$ cat src/include/mac_lfc_params.svh
// widths, control frame fields and pause quanta timing, included by the packages and RTL
`ifndef MAC_LFC_PARAMS_SVH
`define MAC_LFC_PARAMS_SVH

// stream geometry
`define MAC_DATA_W      64
`define MAC_KEEP_W      8

`define MCF_DST_MCAST   48'h01_80_c2_00_00_01   // reserved PAUSE multicast
`define MCF_ETH_TYPE    16'h8808                // MAC control ethertype
`define LFC_SRC_ADDR    48'h02_00_5e_10_00_01   // locally administered station address

// one quantum is 512 bit times, 64 bits move per clock
`define QUANTA_FRAC_W   8
`define QUANTA_STEP     32                      // 256 * 64 / 512

`endif
$ cat src/design/mac_pause_pkg.sv
// pause opcode, quanta and timer types used by the flow control blocks
`include "mac_lfc_params.svh"

package mac_pause_pkg;

    typedef enum logic [15:0] {
        mcf_op_other = 16'h0000,
        mcf_op_lfc   = 16'h0001     // annex 31B PAUSE
    } mcf_opcode_e;

    typedef logic [15:0] quanta_t;

    // integer quanta in the upper bits, sub-quantum fraction below
    typedef logic [$bits(quanta_t)+`QUANTA_FRAC_W-1:0] pause_timer_t;

    typedef enum logic [1:0] {
        ev_none,
        ev_xoff,
        ev_xon
    } lfc_event_e;

endpackage

$ cat src/design/mac_frame_pkg.sv
// stream beat, address and frame FSM state types shared by the rx filter and tx mux
`include "mac_lfc_params.svh"

package mac_frame_pkg;

    typedef logic [`MAC_DATA_W-1:0] data_t;     // byte 0 on bits 7:0
    typedef logic [`MAC_KEEP_W-1:0] keep_t;
    typedef logic [47:0]            mac_addr_t; // network order, first byte in msbs

    // beat position within the frame arriving at the rx filter
    typedef enum logic [2:0] {
        rx_hdr0,    // expecting dst and start of src
        rx_hdr1,    // expecting rest of src, ethertype, opcode
        rx_params,  // first params beat of a control frame
        rx_pass,    // rest of a forwarded frame
        rx_drop     // rest of a consumed control frame
    } rx_filt_state_e;

    typedef enum logic [2:0] {
        tx_idle,        // between frames, arbitration point
        tx_data,        // user frame passing through
        tx_mcf_hdr0,
        tx_mcf_hdr1,
        tx_mcf_params   // quanta beat, carries last
    } tx_mux_state_e;

endpackage

$ cat src/design/mac_lfc.sv
// link-level flow control layer of the 64-bit MAC, placed between user streams and MAC core
module mac_lfc
    import mac_frame_pkg::*, mac_pause_pkg::*;
(
    input  logic    clk,
    input  logic    rst_n,
    input  logic    rx_in_valid,
    input  data_t   rx_in_data,
    input  keep_t   rx_in_keep,
    input  logic    rx_in_last,
    output logic    rx_out_valid,
    output data_t   rx_out_data,
    output keep_t   rx_out_keep,
    output logic    rx_out_last,
    input  logic    tx_in_valid,
    output logic    tx_in_ready,
    input  data_t   tx_in_data,
    input  keep_t   tx_in_keep,
    input  logic    tx_in_last,
    output logic    tx_out_valid,
    input  logic    tx_out_ready,
    output data_t   tx_out_data,
    output keep_t   tx_out_keep,
    output logic    tx_out_last,
    input  logic    rx_lfc_en,
    output logic    rx_lfc_req,
    input  logic    tx_lfc_req,
    input  logic    tx_lfc_resend,
    input  quanta_t cfg_tx_lfc_quanta,
    input  quanta_t cfg_tx_lfc_refresh,
    input  logic    tx_pause_req,
    input  logic    tx_lfc_pause_en,
    output logic    tx_pause_ack,
    output logic    stat_rx_lfc_pkt,
    output logic    stat_rx_lfc_xon,
    output logic    stat_rx_lfc_xoff,
    output logic    stat_tx_lfc_pkt,
    output logic    stat_tx_lfc_xon,
    output logic    stat_tx_lfc_xoff
);

    logic    mcf_lfc_valid;
    quanta_t mcf_quanta;
    logic    lfc_valid;
    logic    lfc_ready;
    quanta_t lfc_quanta;

    mcf_rx_filter u_mcf_rx_filter (
        .clk           (clk),
        .rst_n         (rst_n),
        .rx_in_valid   (rx_in_valid),
        .rx_in_data    (rx_in_data),
        .rx_in_keep    (rx_in_keep),
        .rx_in_last    (rx_in_last),
        .rx_out_valid  (rx_out_valid),
        .rx_out_data   (rx_out_data),
        .rx_out_keep   (rx_out_keep),
        .rx_out_last   (rx_out_last),
        .mcf_lfc_valid (mcf_lfc_valid),
        .mcf_quanta    (mcf_quanta)
    );

    lfc_rx_timer u_lfc_rx_timer (
        .clk              (clk),
        .rst_n            (rst_n),
        .mcf_lfc_valid    (mcf_lfc_valid),
        .mcf_quanta       (mcf_quanta),
        .rx_lfc_en        (rx_lfc_en),
        .rx_lfc_req       (rx_lfc_req),
        .stat_rx_lfc_pkt  (stat_rx_lfc_pkt),
        .stat_rx_lfc_xon  (stat_rx_lfc_xon),
        .stat_rx_lfc_xoff (stat_rx_lfc_xoff)
    );

    lfc_tx_scheduler u_lfc_tx_scheduler (
        .clk                (clk),
        .rst_n              (rst_n),
        .tx_lfc_req         (tx_lfc_req),
        .tx_lfc_resend      (tx_lfc_resend),
        .cfg_tx_lfc_quanta  (cfg_tx_lfc_quanta),
        .cfg_tx_lfc_refresh (cfg_tx_lfc_refresh),
        .lfc_ready          (lfc_ready),
        .lfc_valid          (lfc_valid),
        .lfc_quanta         (lfc_quanta),
        .stat_tx_lfc_pkt    (stat_tx_lfc_pkt),
        .stat_tx_lfc_xon    (stat_tx_lfc_xon),
        .stat_tx_lfc_xoff   (stat_tx_lfc_xoff)
    );

    // remote pause comes straight from the rx timer, same clock
    mcf_tx_mux u_mcf_tx_mux (
        .clk             (clk),
        .rst_n           (rst_n),
        .tx_in_valid     (tx_in_valid),
        .tx_in_data      (tx_in_data),
        .tx_in_keep      (tx_in_keep),
        .tx_in_last      (tx_in_last),
        .tx_out_ready    (tx_out_ready),
        .lfc_valid       (lfc_valid),
        .lfc_quanta      (lfc_quanta),
        .tx_pause_req    (tx_pause_req),
        .tx_lfc_pause_en (tx_lfc_pause_en),
        .rx_lfc_req      (rx_lfc_req),
        .tx_in_ready     (tx_in_ready),
        .tx_out_valid    (tx_out_valid),
        .tx_out_data     (tx_out_data),
        .tx_out_keep     (tx_out_keep),
        .tx_out_last     (tx_out_last),
        .lfc_ready       (lfc_ready),
        .tx_pause_ack    (tx_pause_ack)
    );

endmodule

$ cat src/design/mcf_tx_mux.sv
// merges generated PAUSE frames into the tx stream between frames and holds data while paused
`include "mac_lfc_params.svh"

module mcf_tx_mux
    import mac_frame_pkg::*, mac_pause_pkg::*;
(
    input  logic    clk,
    input  logic    rst_n,
    input  logic    tx_in_valid,
    input  data_t   tx_in_data,
    input  keep_t   tx_in_keep,
    input  logic    tx_in_last,
    input  logic    tx_out_ready,
    input  logic    lfc_valid,
    input  quanta_t lfc_quanta,
    input  logic    tx_pause_req,
    input  logic    tx_lfc_pause_en,
    input  logic    rx_lfc_req,
    output logic    tx_in_ready,
    output logic    tx_out_valid,
    output data_t   tx_out_data,
    output keep_t   tx_out_keep,
    output logic    tx_out_last,
    output logic    lfc_ready,
    output logic    tx_pause_ack
);

    localparam mac_addr_t   DST_ADDR = `MCF_DST_MCAST;
    localparam mac_addr_t   SRC_ADDR = `LFC_SRC_ADDR;
    localparam logic [15:0] ETH_TYPE = `MCF_ETH_TYPE;
    localparam logic [15:0] OPCODE   = mcf_op_lfc;

    tx_mux_state_e state;
    quanta_t       quanta_q;
    logic          paused;
    data_t         beat0;
    data_t         beat1;
    data_t         beat2;

    assign paused       = tx_pause_req || (tx_lfc_pause_en && rx_lfc_req);
    assign tx_pause_ack = paused && (state == tx_idle);
    assign lfc_ready    = (state == tx_idle);

    always_comb begin
        beat0[47:0]  = {<<8{DST_ADDR}};
        beat0[63:48] = {<<8{SRC_ADDR[47:32]}};     // src bytes 0-1
        beat1[31:0]  = {<<8{SRC_ADDR[31:0]}};
        beat1[47:32] = {<<8{ETH_TYPE}};
        beat1[63:48] = {<<8{OPCODE}};
        beat2[15:0]  = {<<8{quanta_q}};
        beat2[63:16] = '0;
    end

    always_comb begin
        tx_out_valid = 1'b0;
        tx_in_ready  = 1'b0;
        tx_out_data  = tx_in_data;
        tx_out_keep  = tx_in_keep;
        tx_out_last  = tx_in_last;
        case (state)
            tx_data: begin
                tx_out_valid = tx_in_valid;
                tx_in_ready  = tx_out_ready;
            end
            tx_mcf_hdr0: begin
                tx_out_valid = 1'b1;
                tx_out_data  = beat0;
                tx_out_keep  = '1;
                tx_out_last  = 1'b0;
            end
            tx_mcf_hdr1: begin
                tx_out_valid = 1'b1;
                tx_out_data  = beat1;
                tx_out_keep  = '1;
                tx_out_last  = 1'b0;
            end
            tx_mcf_params: begin
                tx_out_valid = 1'b1;
                tx_out_data  = beat2;
                tx_out_keep  = '1;
                tx_out_last  = 1'b1;
            end
            default: ;
        endcase
    end

    always_ff @(posedge clk) begin
        if (!rst_n) begin
            state <= tx_idle;
        end else begin
            case (state)
                tx_idle: begin
                    if (lfc_valid) state <= tx_mcf_hdr0;   // control frame beats waiting data
                    else if (tx_in_valid && !paused) state <= tx_data;
                end
                tx_data: begin
                    if (tx_in_valid && tx_out_ready && tx_in_last) state <= tx_idle;
                end
                tx_mcf_hdr0: begin
                    if (tx_out_ready) state <= tx_mcf_hdr1;
                end
                tx_mcf_hdr1: begin
                    if (tx_out_ready) state <= tx_mcf_params;
                end
                default: begin
                    if (tx_out_ready) state <= tx_idle;
                end
            endcase
        end
    end

    always_ff @(posedge clk) begin
        if (lfc_valid && lfc_ready) begin
            quanta_q <= lfc_quanta;
        end
    end

endmodule

$ cat src/design/lfc_tx_scheduler.sv
// turns the local pause request level into XOFF and XON requests for the tx mux
`include "mac_lfc_params.svh"

module lfc_tx_scheduler
    import mac_pause_pkg::*;
(
    input  logic    clk,
    input  logic    rst_n,
    input  logic    tx_lfc_req,
    input  logic    tx_lfc_resend,
    input  quanta_t cfg_tx_lfc_quanta,
    input  quanta_t cfg_tx_lfc_refresh,
    input  logic    lfc_ready,
    output logic    lfc_valid,
    output quanta_t lfc_quanta,
    output logic    stat_tx_lfc_pkt,
    output logic    stat_tx_lfc_xon,
    output logic    stat_tx_lfc_xoff
);

    localparam pause_timer_t STEP = pause_timer_t'(`QUANTA_STEP);

    lfc_event_e   pend_q;
    pause_timer_t elapsed_q;    // time since last transfer
    quanta_t      elapsed_quanta;
    logic         req_q;
    logic         rise;
    logic         fall;
    logic         xfer;
    logic         refresh_due;
    logic         want_xoff;

    assign elapsed_quanta = elapsed_q[`QUANTA_FRAC_W +: $bits(quanta_t)];
    assign rise        = tx_lfc_req && !req_q;
    assign fall        = !tx_lfc_req && req_q;
    assign lfc_valid   = (pend_q != ev_none);
    assign xfer        = lfc_valid && lfc_ready;
    assign refresh_due = tx_lfc_req && (pend_q == ev_none)
                         && (elapsed_quanta >= cfg_tx_lfc_refresh);
    assign want_xoff   = rise || (tx_lfc_req && tx_lfc_resend) || refresh_due;

    always_ff @(posedge clk) begin
        if (!rst_n) begin
            req_q            <= 1'b0;
            pend_q           <= ev_none;
            elapsed_q        <= '0;
            stat_tx_lfc_pkt  <= 1'b0;
            stat_tx_lfc_xon  <= 1'b0;
            stat_tx_lfc_xoff <= 1'b0;
        end else begin
            req_q            <= tx_lfc_req;
            stat_tx_lfc_pkt  <= xfer;
            stat_tx_lfc_xon  <= xfer && (pend_q == ev_xon);
            stat_tx_lfc_xoff <= xfer && (pend_q == ev_xoff);
            if (fall) pend_q <= ev_xon;             // replaces anything not yet taken
            else if (want_xoff) pend_q <= ev_xoff;
            else if (xfer) pend_q <= ev_none;
            if (xfer) begin
                elapsed_q <= '0;
            end else if (elapsed_quanta != '1) begin
                elapsed_q <= elapsed_q + STEP;      // saturates past any refresh value
            end
        end
    end

    always_ff @(posedge clk) begin
        if (fall) begin
            lfc_quanta <= '0;
        end else if (want_xoff) begin
            lfc_quanta <= cfg_tx_lfc_quanta;
        end
    end

endmodule

$ cat src/design/lfc_rx_timer.sv
// pause timer loaded from received LFC frames, drives rx_lfc_req and the rx pause stats
`include "mac_lfc_params.svh"

module lfc_rx_timer
    import mac_pause_pkg::*;
(
    input  logic    clk,
    input  logic    rst_n,
    input  logic    mcf_lfc_valid,
    input  quanta_t mcf_quanta,
    input  logic    rx_lfc_en,
    output logic    rx_lfc_req,
    output logic    stat_rx_lfc_pkt,
    output logic    stat_rx_lfc_xon,
    output logic    stat_rx_lfc_xoff
);

    localparam pause_timer_t STEP = pause_timer_t'(`QUANTA_STEP);

    pause_timer_t timer_q;
    pause_timer_t load_val;
    logic         load;

    assign load     = mcf_lfc_valid && rx_lfc_en;
    assign load_val = pause_timer_t'(mcf_quanta) << `QUANTA_FRAC_W;   // quanta x 256

    always_ff @(posedge clk) begin
        if (!rst_n) begin
            timer_q          <= '0;
            stat_rx_lfc_pkt  <= 1'b0;
            stat_rx_lfc_xon  <= 1'b0;
            stat_rx_lfc_xoff <= 1'b0;
        end else begin
            stat_rx_lfc_pkt  <= load;
            stat_rx_lfc_xon  <= load && (mcf_quanta == '0);
            stat_rx_lfc_xoff <= load && (mcf_quanta != '0);
            if (load) begin
                timer_q <= load_val;            // newest frame wins, zero quanta is XON
            end else if (timer_q > STEP) begin
                timer_q <= timer_q - STEP;
            end else begin
                timer_q <= '0;
            end
        end
    end

    // eight clocks per quantum at 64 bits per cycle
    assign rx_lfc_req = (timer_q != '0) && rx_lfc_en;

endmodule

$ cat src/design/mcf_rx_filter.sv
// receive side delay line that strips MAC control frames and reports LFC quanta to the timer
`include "mac_lfc_params.svh"

module mcf_rx_filter
    import mac_frame_pkg::*, mac_pause_pkg::*;
(
    input  logic    clk,
    input  logic    rst_n,
    input  logic    rx_in_valid,
    input  data_t   rx_in_data,
    input  keep_t   rx_in_keep,
    input  logic    rx_in_last,
    output logic    rx_out_valid,
    output data_t   rx_out_data,
    output keep_t   rx_out_keep,
    output logic    rx_out_last,
    output logic    mcf_lfc_valid,
    output quanta_t mcf_quanta
);

    rx_filt_state_e state;
    mcf_opcode_e    opcode_q;       // latched from beat 1
    mcf_opcode_e    in_opcode;
    logic [15:0]    in_opcode_raw;
    logic [15:0]    eth_type;
    mac_addr_t      dst_addr;
    logic           is_mcf;
    logic           in_drop;
    logic           frame_end;

    logic  s1_valid;
    logic  s1_drop;
    data_t s1_data;
    keep_t s1_keep;
    logic  s1_last;
    logic  s2_valid;
    logic  s2_drop;
    data_t s2_data;
    keep_t s2_keep;
    logic  s2_last;

    always_comb begin
        dst_addr      = {<<8{s1_data[47:0]}};      // beat 0 is in stage 1 by now
        eth_type      = {<<8{rx_in_data[47:32]}};
        in_opcode_raw = {<<8{rx_in_data[63:48]}};
        in_opcode     = (in_opcode_raw == mcf_op_lfc) ? mcf_op_lfc : mcf_op_other;
        is_mcf        = (dst_addr == `MCF_DST_MCAST) && (eth_type == `MCF_ETH_TYPE);
        frame_end     = rx_in_valid && rx_in_last;
        case (state)
            rx_hdr1:            in_drop = is_mcf;
            rx_params, rx_drop: in_drop = 1'b1;
            default:            in_drop = 1'b0;    // beat 0, fixed up one stage later
        endcase
    end

    always_ff @(posedge clk) begin
        s1_data <= rx_in_data;
        s1_keep <= rx_in_keep;
        s1_last <= rx_in_last;
        s2_data <= s1_data;
        s2_keep <= s1_keep;
        s2_last <= s1_last;
        if (state == rx_params && rx_in_valid) begin
            mcf_quanta <= {<<8{rx_in_data[15:0]}};
        end
    end

    always_ff @(posedge clk) begin
        if (!rst_n) begin
            s1_valid      <= 1'b0;
            s1_drop       <= 1'b0;
            s2_valid      <= 1'b0;
            s2_drop       <= 1'b0;
            state         <= rx_hdr0;
            opcode_q      <= mcf_op_other;
            mcf_lfc_valid <= 1'b0;
        end else begin
            s1_valid <= rx_in_valid;
            s1_drop  <= in_drop;
            s2_valid <= s1_valid;
            // beat 0 learns its fate while beat 1 is at the input
            s2_drop  <= (state == rx_hdr1 && rx_in_valid) ? is_mcf : s1_drop;
            mcf_lfc_valid <= frame_end && (opcode_q == mcf_op_lfc)
                             && (state == rx_params || state == rx_drop);
            if (rx_in_valid) begin
                case (state)
                    rx_hdr0: begin
                        if (!rx_in_last) state <= rx_hdr1;
                    end
                    rx_hdr1: begin
                        opcode_q <= in_opcode;
                        if (rx_in_last) state <= rx_hdr0;    // too short to carry quanta
                        else if (is_mcf) state <= rx_params;
                        else state <= rx_pass;
                    end
                    rx_params: begin
                        state <= rx_in_last ? rx_hdr0 : rx_drop;
                    end
                    default: begin
                        if (rx_in_last) state <= rx_hdr0;
                    end
                endcase
            end
        end
    end

    assign rx_out_valid = s2_valid && !s2_drop;
    assign rx_out_data  = s2_data;
    assign rx_out_keep  = s2_keep;
    assign rx_out_last  = s2_last;

endmodule

$ cat config.mk
export PLATFORM = sky130hd
export DESIGN_NAME = mac_lfc
export DESIGN_NICKNAME = d
export VERILOG_FILES = /design/src/design/mac_pause_pkg.sv /design/src/design/mac_frame_pkg.sv /design/src/design/mac_lfc.sv /design/src/design/mcf_tx_mux.sv /design/src/design/lfc_tx_scheduler.sv /design/src/design/lfc_rx_timer.sv /design/src/design/mcf_rx_filter.sv
export VERILOG_INCLUDE_DIRS = /design/src /design/src/include
export SDC_FILE = /design/constraint.sdc
export NUM_CORES = 1
export LEC_CHECK = 0
export ABC_CLOCK_PERIOD_IN_PS = 4200
export BUFFER_PORTS_ARGS = -buffer_cell sky130_fd_sc_hd__buf_4
export CAP_MARGIN = 25
export CORE_ASPECT_RATIO = 0.6
export CORE_MARGIN = 10
export CORE_UTILIZATION = 45
export DETAILED_ROUTE_END_ITERATION = 10
export PLACE_DENSITY = 0.74
export SYNTH_ARGS = -nofsm -noshare
export SYNTH_HDL_FRONTEND = slang
export SYNTH_HIERARCHICAL = 1
export SYNTH_SLANG_ARGS = --single-unit
$ cat constraint.sdc
create_clock -name clk -period 4.2 [get_ports clk]
set_input_delay 0.42 -clock clk [delete_from_list [all_inputs] [get_ports clk]]
set_output_delay 0.42 -clock clk [all_outputs]
set_load 0.01 [all_outputs]
==> results of run 1 <==
sequential cells by signal, indices dropped and copies added, names as in the netlist, 2 cells and up:
name / cells
u_mcf_tx_mux/quanta_q: 16
u_mcf_rx_filter/rx_out_keep: 8
u_lfc_tx_scheduler/elapsed_q: 19
u_mcf_rx_filter/state: 3
u_mcf_rx_filter/mcf_quanta: 16
u_lfc_tx_scheduler/lfc_quanta: 16
u_lfc_tx_scheduler/pend_q: 2
u_mcf_rx_filter/s1_keep: 8
u_mcf_tx_mux/state: 3
u_mcf_rx_filter/s1_data: 64
u_lfc_rx_timer/timer_q: 19
u_mcf_rx_filter/rx_out_data: 64
cells by family (layout without fill, tap and decap cells):
| family | count (synthesis) | count (layout) | synth area share |
|---|---|---|---|
| AND/OR/NAND/NOR | 307 | 307 | 0.197 |
| AO/OA/AOI/OAI | 121 | 121 | 0.0922 |
| XOR/XNOR | 31 | 31 | 0.0300 |
| flip-flops | 253 | 253 | 0.596 |
| buffers and inverters | 66 | 449 | 0.0367 |
| multiplexers | 19 | 19 | 0.0224 |
| adder cells (fa/ha/maj) | 19 | 19 | 0.0263 |
power by group:
part	leakage [nW]	switching [mW]	internal (mW)	total, mW
combinational	3.23	0.458	0.497	0.955
clock	0.361	0.914	1.10	2.02
sequential	2.14	0.0789	2.59	2.67
total	5.73	1.45	4.19	5.64
metrics by stage:
step	hold WS [ns]	setup WS (ns)	area [sq um]	total power, mW	util
2_1_floorplan	0.310	1.73	9040	3.16	-
3_3_place_gp	0.310	1.57	11800	3.64	0.594
3_5_place_dp	0.312	1.35	11800	3.67	0.596
4_1_cts	0.0000174	0.772	12800	5.70	0.642
5_1_grt	0.00183	0.510	12800	5.89	0.645
6_report	0.0214	0.787	12800	5.64	0.645
layer usage:
layer,global-route usage,up-vias,part of all wire
met5,0,-,0
met4,0.0314,0,0.0086
met3,0.0495,20,0.067
met2,0.320,223,0.48
li1,-,3603,-
met1,0.246,3331,0.44
how the worst max path moves through the flow:
stage                                           from                  endpoint  slack, ns  cells after the start
after floorplan                u_mcf_tx_mux/state[1]  u_mcf_tx_mux/quanta_q[0]       1.73                      5
after global placement         u_mcf_tx_mux/state[1]           tx_out_data[47]       1.57                      4
after detailed placement  u_lfc_rx_timer/timer_q[10]              tx_pause_ack       1.35                      7
after CTS                 u_lfc_rx_timer/timer_q[10]              tx_pause_ack       0.77                      7
after global routing      u_lfc_rx_timer/timer_q[10]              tx_pause_ack       0.51                      7
final                     u_lfc_rx_timer/timer_q[10]              tx_pause_ack       0.79                      7
area by class of cell:
class                      instances  area share
sequential                       253       0.420
multi-input combinational        497       0.260
timing repair buffer             376       0.227
clock buffer                      30      0.0502
tap                              273      0.0266
inverter                          32     0.00937
clock inverter                    11     0.00673
cell usage after synthesis (7+ instances only):
| cell type | count |
|---|---|
| ha_1 | 19 |
| and2_1 | 44 |
| nand3_1 | 12 |
| nor2_1 | 41 |
| nand2_1 | 85 |
| inv_1 | 31 |
| edfxtp_1 | 32 |
| nor3_1 | 13 |
| a21oi_1 | 34 |
| o21ai_0 | 23 |
| nor2b_1 | 12 |
| nor4_1 | 25 |
| mux2i_1 | 18 |
| o2bb2ai_1 | 9 |
| xnor2_1 | 23 |
| buf_2 | 7 |
| dfxtp_1 | 221 |
| o21ai_2 | 7 |
| o22ai_1 | 7 |
| xor2_1 | 8 |
| clkbuf_1 | 14 |
| nand2b_1 | 18 |
| nand4_1 | 7 |
repair_timing:
action,4_1_cts,5_1_grt
buffers inserted,0,0
hold endpoints to repair,19,7
hold buffers,19,7
==> metrics, run 1 <==
Initial Utilization 0.455; Yosys reg bits around 250; distinct cell type count after synthesis 75; # fillers around 1,500; total gr overflow 0; quantity of gates resized following cts 0; Top Family by Delay on Critical Path simple AND/OR/NAND/NOR gates; Final ANT Viol Nets 0; clk sinks 253; reg2reg start u_mcf_tx_mux/state[1]; yosys warns 6; row cnt 40; CP dominant cell by count nor3_1; EDFF count, synth 32; CTS Buffer Depth 3; Worst R2R Setup Slack 1.56 ns; WP buf/inv 1; gr usage total 0.190; measured slew at the worst slew-check pin between 0.9 and 1 ns; routed wire length ~27,000 microns; slowest stage delay, CP 0.66 ns; P per Cell Area approximately 440 mW/mm^2; Clk Latency, worst-skew pair ~0.51 ns; final hold violations 0; via-per-instance ratio ~4.9; layout cell share with drive strength beyond 1 0.355; final setup violation count 0; commonest cells after routing, fill and taps aside buf_4, dfxtp_1, nand2_1, and2_1, nor2_1; Crit-path slowest cell nor4_1; Post-Syn Area per Cell around 11 sq um; sequential-to-total area share from yosys stat 0.596; Die Y around 130 microns; Iter 0 DRT Violations between 400 and 500; Hold EP u_mcf_rx_filter/s1_data[31]; antenna violations before repair 0; Core Box Area 0.0199 sq mm; GP Congestion roughly 0.85; CP Max Fanout 5; cell taking the most area after synthesis dfxtp_1; leading cell types by total area after synthesis dfxtp_1, edfxtp_1, nand2_1, and2_1, ha_1; H-tree lvl count 1; clk root buf clkbuf_16; CP Launch Type flip-flop; die width approximately 200 microns; Slew Limit Fails 0; Post-Layout Cell Count 1,472; register area 0.00539 sq mm; R2R depth 5; Hold Path Class in2reg; CTS tree built; critical path class reg2out; DR WL/cell roughly 18 microns; RSZ-0062 raised after global routing no; fin crit share 0.813; cell area after synthesis around 0.009 sq mm; ys flop type dfxtp_1; top-area cell type share of the netlist area 0.489; Mapped Cells 816; # DRC 0; number of placed cells counting well taps 1,405; Syn Nets ~1,000; first-pass GRT wire length 39,900 microns; hold-critical path depth 1; TritonRoute pass-1 iters 5; Worst Min Path Start rx_in_data[31]; crit path capture type primary output; I/O pins between 300 and 400; worst ir drop on vdd 0.274 mV; TNS Setup 0 ns; vias in the first global route about 6,800; WP data required ~3.8 ns; CTS Buf Count 23; Antenna Cells 0; Via Count 7,177; Leak Pwr 5.73 nW; Slew headroom 0.327; layout net count ~1,400; area added between synthesis and finish 41.9%; dpl hpwl between 20,000 and 25,000 microns; Fmax achieved around 0.3 GHz; Synth async-reset ratio 0; largest net degree at the start of global routing between 50 and 60; Max Cap Viol 0; status completed; min Tclk post-route ~3.4 ns; commonest non-fill, non-tap cell in the layout buf_4; IO Port Bufs roughly 340; worst path arrival time between 2 and 3 ns; FF-to-FF End u_lfc_tx_scheduler/elapsed_q[8]; Die ar. 0.0263 sq mm; worst-path cell chain nor4_1, nand4b_1, nor3_1, a21boi_0, a21oi_1, nor3_1, buf_4; clk_skew roughly 0.022 ns; footprint of the multi-input gates between 0.003 and 0.004 sq mm; Worst-path clk slew 0.07 ns
No activity file was read; power rests on OpenSTA's default activity.
==> run 2, diff against run 1 <==
ABC_CLOCK_PERIOD_IN_PS = 2800   (was 4200)
CORE_UTILIZATION = 44   (was 45)
PLACE_DENSITY = 0.76   (was 0.74)
clock period = 2.8 ns   (was 4.2 ns; I/O delays follow)
==> run 2 against run 1 <==
Against the previous run:
- register-to-register slack worse by 1.0 ns
- highest routed layer unchanged
- non-clock buffer count up 57
- first-iteration DRC count up 8.1%
- cell count up 4.1%
- global-route usage up 2.2 points
- clock power up 70%
- sequential power up 49%
- routed wire length up 12%
- core utilization up 2.5 points
- largest cell class unchanged
- clock skew down 0.0064 ns
==> metrics, run 2 (same netlist as run 1, synthesis figures left out) <==
Final Util 0.671 (+0.0252); H-tree lvl count 1 (unchanged); IO Port Bufs 344 (unchanged); gr usage total 0.212 (+0.0219); Slew Limit Fails 0 (unchanged); Max Cap Viol 0 (unchanged); Slew headroom 0.540 (+0.213); min Tclk post-route 2.61 ns; met3 GRT Util 0.0509 (+0.00138); slowest stage delay, CP 0.41 ns (-0.25 ns); crit path capture type primary output; Via Count 7,660 (+6.7%); Die Y 131 microns (+0.96%); DR WL/cell 19.9 microns (+7.7%); GP Congestion 0.860 (+0.94%); Core Box Area 0.0201 sq mm (+1.3%); hold-critical path depth 3 (+2); layout net count 1,447 (+4.1%); die width 205 microns (+1.0%); CP Max Fanout 6 (+1); measured slew at the worst slew-check pin 0.684 ns (-0.304 ns); worst-path cell chain inv_1, ha_1, nand4b_1, buf_4, nor3_2, a21boi_0, a21oi_2, nor3_1, buf_4; area added between synthesis and finish 49.3%; Clk Latency, worst-skew pair 0.51 ns (about the same); RSZ-0062 raised after global routing no; critical path class reg2out; largest net degree at the start of global routing 47 (-13%); met2 Track Usage GR 0.364 (+0.0440); Crit-path slowest cell dfxtp_1; TritonRoute pass-1 iters 6 (+1); clk root buf clkbuf_16; fin crit share 0.931; Initial Utilization 0.449 (-0.00566); Die ar. 0.0269 sq mm (+2.0%); Worst-path clk slew 0.07 ns (about the same); Hold Path Class in2reg; worst path arrival time 2.33 ns (-0.66 ns); first-pass GRT wire length 44,700 microns (+12%); WP buf/inv 3 (+2); Fmax achieved 0.384 GHz; CP Launch Type flip-flop; antenna violations before repair 3 (+3); Leak Pwr 6.02 nW (+5.1%); CP dominant cell by count buf_4; CTS Buffer Depth 3 (unchanged); final hold violations 0 (unchanged); layout cell share with drive strength beyond 1 0.352 (-0.00367); vias in the first global route 7,587 (+11%); CTS tree built; commonest non-fill, non-tap cell in the layout buf_4; # fillers 1,499 (-2.9%); status completed; Top Family by Delay on Critical Path compound AO/OA/AOI/OAI gates; Final ANT Viol Nets 0 (unchanged); WP depth 9 (+2); final setup violation count 0 (unchanged); dpl hpwl 22,300 microns (+5.3%); Iter 0 DRT Violations 491 (+8.1%); routed wire length 30,500 microns (+12%); CTS Buf Count 23 (unchanged); # DRC 0 (unchanged); clk_skew 0.0156 ns (-0.00644 ns); commonest cells after routing, fill and taps aside buf_4, dfxtp_1, nand2_1, dlygate4sd3_1, and2_1; P per Cell Area 666 mW/mm^2 (+51%); total power 8.98 mW (+59%); I/O pins 345 (unchanged); via-per-instance ratio 5.00 (+2.5%); R2R depth 5 (unchanged); WP data required 2.52 ns (-1.26 ns); row cnt 40 (unchanged); clk sinks 253 (unchanged); worst ir drop on vdd 0.444 mV (+62%); met1 Usage GRT 0.265 (+0.0191); total gr overflow 0 (unchanged); global route hottest layer met2; TNS Setup 0 ns (unchanged)
[run 2: cell types whose count changed in the layout (fill, tap and decap cells not counted), sizes merged]
| cell | previous run | this run |
|---|---|---|
| clkinv | 6 | 3 |
| bufinv | 0 | 2 |
| inv | 36 | 35 |
| diode | 0 | 3 |
| clkbuf | 30 | 32 |
| clkinvlp | 1 | 2 |
| buf | 350 | 359 |
| dlygate4sd3 | 26 | 74 |
[run 2: metal layers]
metal  vias to the layer above  wire length (microns)
met5                         -                      0
met3                        32                   2250
li1                       3704                      -
met4                         0                    526
met1                      3643                  12700
met2                       281                  15000
[run 2: layout make-up]
cell class / count / area, sq um / area share
antenna: 3 / 7.51 / 0.000556
clock buffer: 32 / 723 / 0.0536
clock inverter: 10 / 129 / 0.00955
inverter: 32 / 120 / 0.00890
multi-input combinational: 497 / 3350 / 0.248
sequential: 253 / 5390 / 0.399
tap: 273 / 342 / 0.0253
timing repair buffer: 433 / 3440 / 0.255
[run 2: through the flow]
step           hold WS, ns  setup WS (ns)  area [sq um]  cells
6_report            0.0303          0.193         13500   1533
2_1_floorplan        0.308          0.328          9040    816
3_5_place_dp         0.312          0.460         11900   1412
5_1_grt             0.0150        0.00229         13500   1533
4_1_cts            0.00883        0.00976         13500   1528
3_3_place_gp         0.310          0.519         11900   1412
[run 2: repair_timing]
item                                    in CTS  in global routing
pin swaps                                    0                  1
gates resized for setup                      1                  2
hold buffers                                74                  0
endpoints found under the hold margin       90                  0
setup buffers                                0                  2
endpoints found under the setup margin       1                  1
[run 2: final timing paths]
path,start,end,slack (ns)
min reg2reg,u_mcf_rx_filter/s1_last,u_mcf_rx_filter/rx_out_last,0.32
max,u_lfc_rx_timer/timer_q[5],tx_pause_ack,0.19
max reg2reg,u_lfc_rx_timer/timer_q[16],u_lfc_rx_timer/timer_q[14],0.56
min,cfg_tx_lfc_quanta[13],u_lfc_tx_scheduler/lfc_quanta[13],0.03
[run 2: where the power goes]
group          internal, mW  switching [mW]  total, mW
Combinational         0.801           0.750       1.55
Clock                  2.02            1.42       3.44
Sequential             3.89           0.103       3.99
[run 2: worst min-delay path, delay by kind of cell]
family	cells	cell delay (ns)
buffers and inverters	1	0.11
muxes	1	0.05
and+or+nand+nor	1	0.04
==> run 3, diff against run 2 <==
ABC_CLOCK_PERIOD_IN_PS = 3300   (was 2800)
CORE_UTILIZATION = 45   (was 44)
HOLD_SLACK_MARGIN = 0.06   (was not set)
PLACE_DENSITY = 0.74   (was 0.76)
clock period = 3.3 ns   (was 2.8 ns; I/O delays follow)
==> run 3 against run 2 <==
Against the previous run:
- sequential power down 15%
- sequential cell count is the same
- global-route usage about the same
- worst setup slack got worse by 0.0048 ns
- critical endpoint unchanged
- cell count is 0.33% higher
- core utilization grew 1.0 points
- clock-buffer cell count is 2 lower
- first-iteration DRC count rose by 4.5%
- largest cell class unchanged
- total power is 16% lower
- via count decreased by 2.2%
- routed wire length down 2.3%
- non-clock buffer count rose by 5
- largest power group unchanged
- critical path type unchanged
==> metrics, run 3 (same netlist as run 1, synthesis figures left out) <==
layout cell share with drive strength beyond 1 0.343 (-0.00880); status completed; Initial Utilization 0.455 (+0.00566); FF-to-FF End u_mcf_tx_mux/state[0]; # fillers 1,455 (-2.9%); TNS Setup 0 ns (unchanged); commonest non-fill, non-tap cell in the layout buf_4; Final ANT Viol Nets 0 (unchanged); CP dominant cell by count nor3_1; Crit-path slowest cell nor4_2; register area 0.00539 sq mm (unchanged); Iter 0 DRT Violations 513 (+4.5%); crit path from u_lfc_rx_timer/timer_q[10]; worst-path cell chain nor4_2, nand4b_1, nor3_1, a21boi_0, a21oi_1, nor3_1, buf_4; Via Count 7,491 (-2.2%); first-pass GRT wire length 44,200 microns (-1.2%); row cnt 40 (unchanged); Slew headroom 0.541 (+0.000837); vias in the first global route 7,484 (-1.4%); Cell Area, Placed 0.0118 sq mm (-0.38%); total power 7.54 mW (-16%); slowest stage delay, CP 0.50 ns (+0.09 ns); dpl hpwl 21,300 microns (-4.2%); Worst R2R Setup Slack 0.95 ns (+0.39 ns); final hold violations 0 (unchanged); commonest cells after routing, fill and taps aside buf_4, dfxtp_1, dlygate4sd3_1, nand2_1, and2_1; reg2reg start u_lfc_rx_timer/timer_q[10]; Leak Pwr 6.03 nW (+0.15%); Fmax achieved 0.321 GHz; Worst Min Path Start cfg_tx_lfc_quanta[3]; layout net count 1,453 (+0.41%); fin crit share 0.943; die width 203 microns (-1.0%); antenna violations before repair 3 (unchanged); post-CTS setup buffer count 0 (unchanged); R2R depth 7 (+2); CTS Buf Count 24 (+4.3%); H-tree lvl count 1 (unchanged); Max Cap Viol 0 (unchanged); final setup violation count 0 (unchanged); crit path capture type primary output; footprint of the multi-input gates 0.00334 sq mm (-0.26%); IO Port Bufs 344 (unchanged); P per Cell Area 557 mW/mm^2 (-16%); Die Y 130 microns (-0.95%); Core Box Area 0.0199 sq mm (-1.2%); area added between synthesis and finish 49.6%; # DRC 0 (unchanged); gr usage total 0.212 (about the same); CP Launch Type flip-flop; measured slew at the worst slew-check pin 0.688 ns (+0.00401 ns); clk root buf clkbuf_16; worst path arrival time 2.78 ns (+0.45 ns); DR WL/cell 19.4 microns (-2.6%); Final Util 0.681 (+0.0101); TritonRoute pass-1 iters 5 (-1); CP Max Fanout 5 (-1); Hold Path Class in2reg; Die ar. 0.0263 sq mm (-1.9%); GP Congestion 0.849 (-1.3%); worst ir drop on vdd 0.387 mV (-13%); clk_skew 0.0186 ns (+0.00294 ns); Slew Limit Fails 0 (unchanged); min Tclk post-route approximately 3.1 ns; CTS Buffer Depth 3 (unchanged); via-per-instance ratio 4.87 (-2.5%); total gr overflow 0 (unchanged); routed wire length 29,800 microns (-2.3%); CTS tree built; CP endpoint tx_pause_ack; WP data required 2.97 ns (+0.45 ns); clk sinks 253 (unchanged); post-route cell area 0.0135 sq mm (+0.24%); Clk Latency, worst-skew pair 0.52 ns (about the same); I/O pins 345 (unchanged); critical path class reg2out; largest net degree at the start of global routing 47 (unchanged); RSZ-0062 raised after global routing no; Worst-path clk slew 0.07 ns (about the same)
-- run 3: changes by cell type in the layout (fill, tap and decap cells not counted), sizes merged --
cell	change
diode	-1
clkinvlp	-1
clkbuf	-2
clkinv	+4
buf	-7
dlygate4sd3	+12
-- run 3: timing repair --
action | in CTS | in global routing
resized for setup | 0 | 1
endpoints found under the hold margin | 102 | 0
endpoints found under the setup margin | 0 | 1
hold buffers | 86 | 0
-- run 3: final cells by class --
| class | count | share of cell area |
|---|---|---|
| multi-input cells | 497 | 0.247 |
| well taps | 273 | 0.0253 |
| repair buffers | 438 | 0.260 |
| flip-flops and latches | 253 | 0.398 |
| clock buffers | 30 | 0.0499 |
| inverters | 32 | 0.00888 |
| diodes | 2 | 0.000370 |
| clock inverters | 13 | 0.0108 |
-- run 3: layer usage --
layer	vias to the layer above	routed length [microns]	global-route usage
li1	3720	-	-
met5	-	0	0
met3	40	2030	0.0574
met4	0	472	0.0524
met1	3469	12500	0.262
met2	262	14700	0.363
-- run 3: worst max-delay path, delay by kind of cell (launching register included) --
kind	cells	cell delay, ns
compound gates	2	0.49
buf+inv	1	0.19
flops	1	0.36
simple gates	4	1.22
-- run 3: worst min-delay path by stage --
stage	endpoint	depth (start not counted)
final	u_lfc_tx_scheduler/lfc_quanta[3]	3
after global routing	u_lfc_tx_scheduler/lfc_quanta[14]	3
after CTS	u_lfc_tx_scheduler/lfc_quanta[3]	3
after detailed placement	u_mcf_rx_filter/rx_out_keep[6]	0
after global placement	u_mcf_rx_filter/rx_out_keep[6]	0
after floorplan	u_mcf_rx_filter/rx_out_data[48]	0
-- run 3: power breakdown --
group          total, mW  leakage, nW  internal [mW]  switching (mW)
Sequential          3.38         2.14           3.30          0.0856
Combinational       1.31         3.48          0.679           0.630
Clock               2.84        0.408           1.63            1.21
-- run 3: stage by stage --
step	worst slack, ns	hold slack (ns)	cells
floorplan	0.828	0.310	816
global placement	0.775	0.310	1406
detailed placement	0.660	0.312	1406
CTS	0.0847	0.0702	1535
global route	0.0576	0.0745	1538
finish	0.188	0.0837	1538
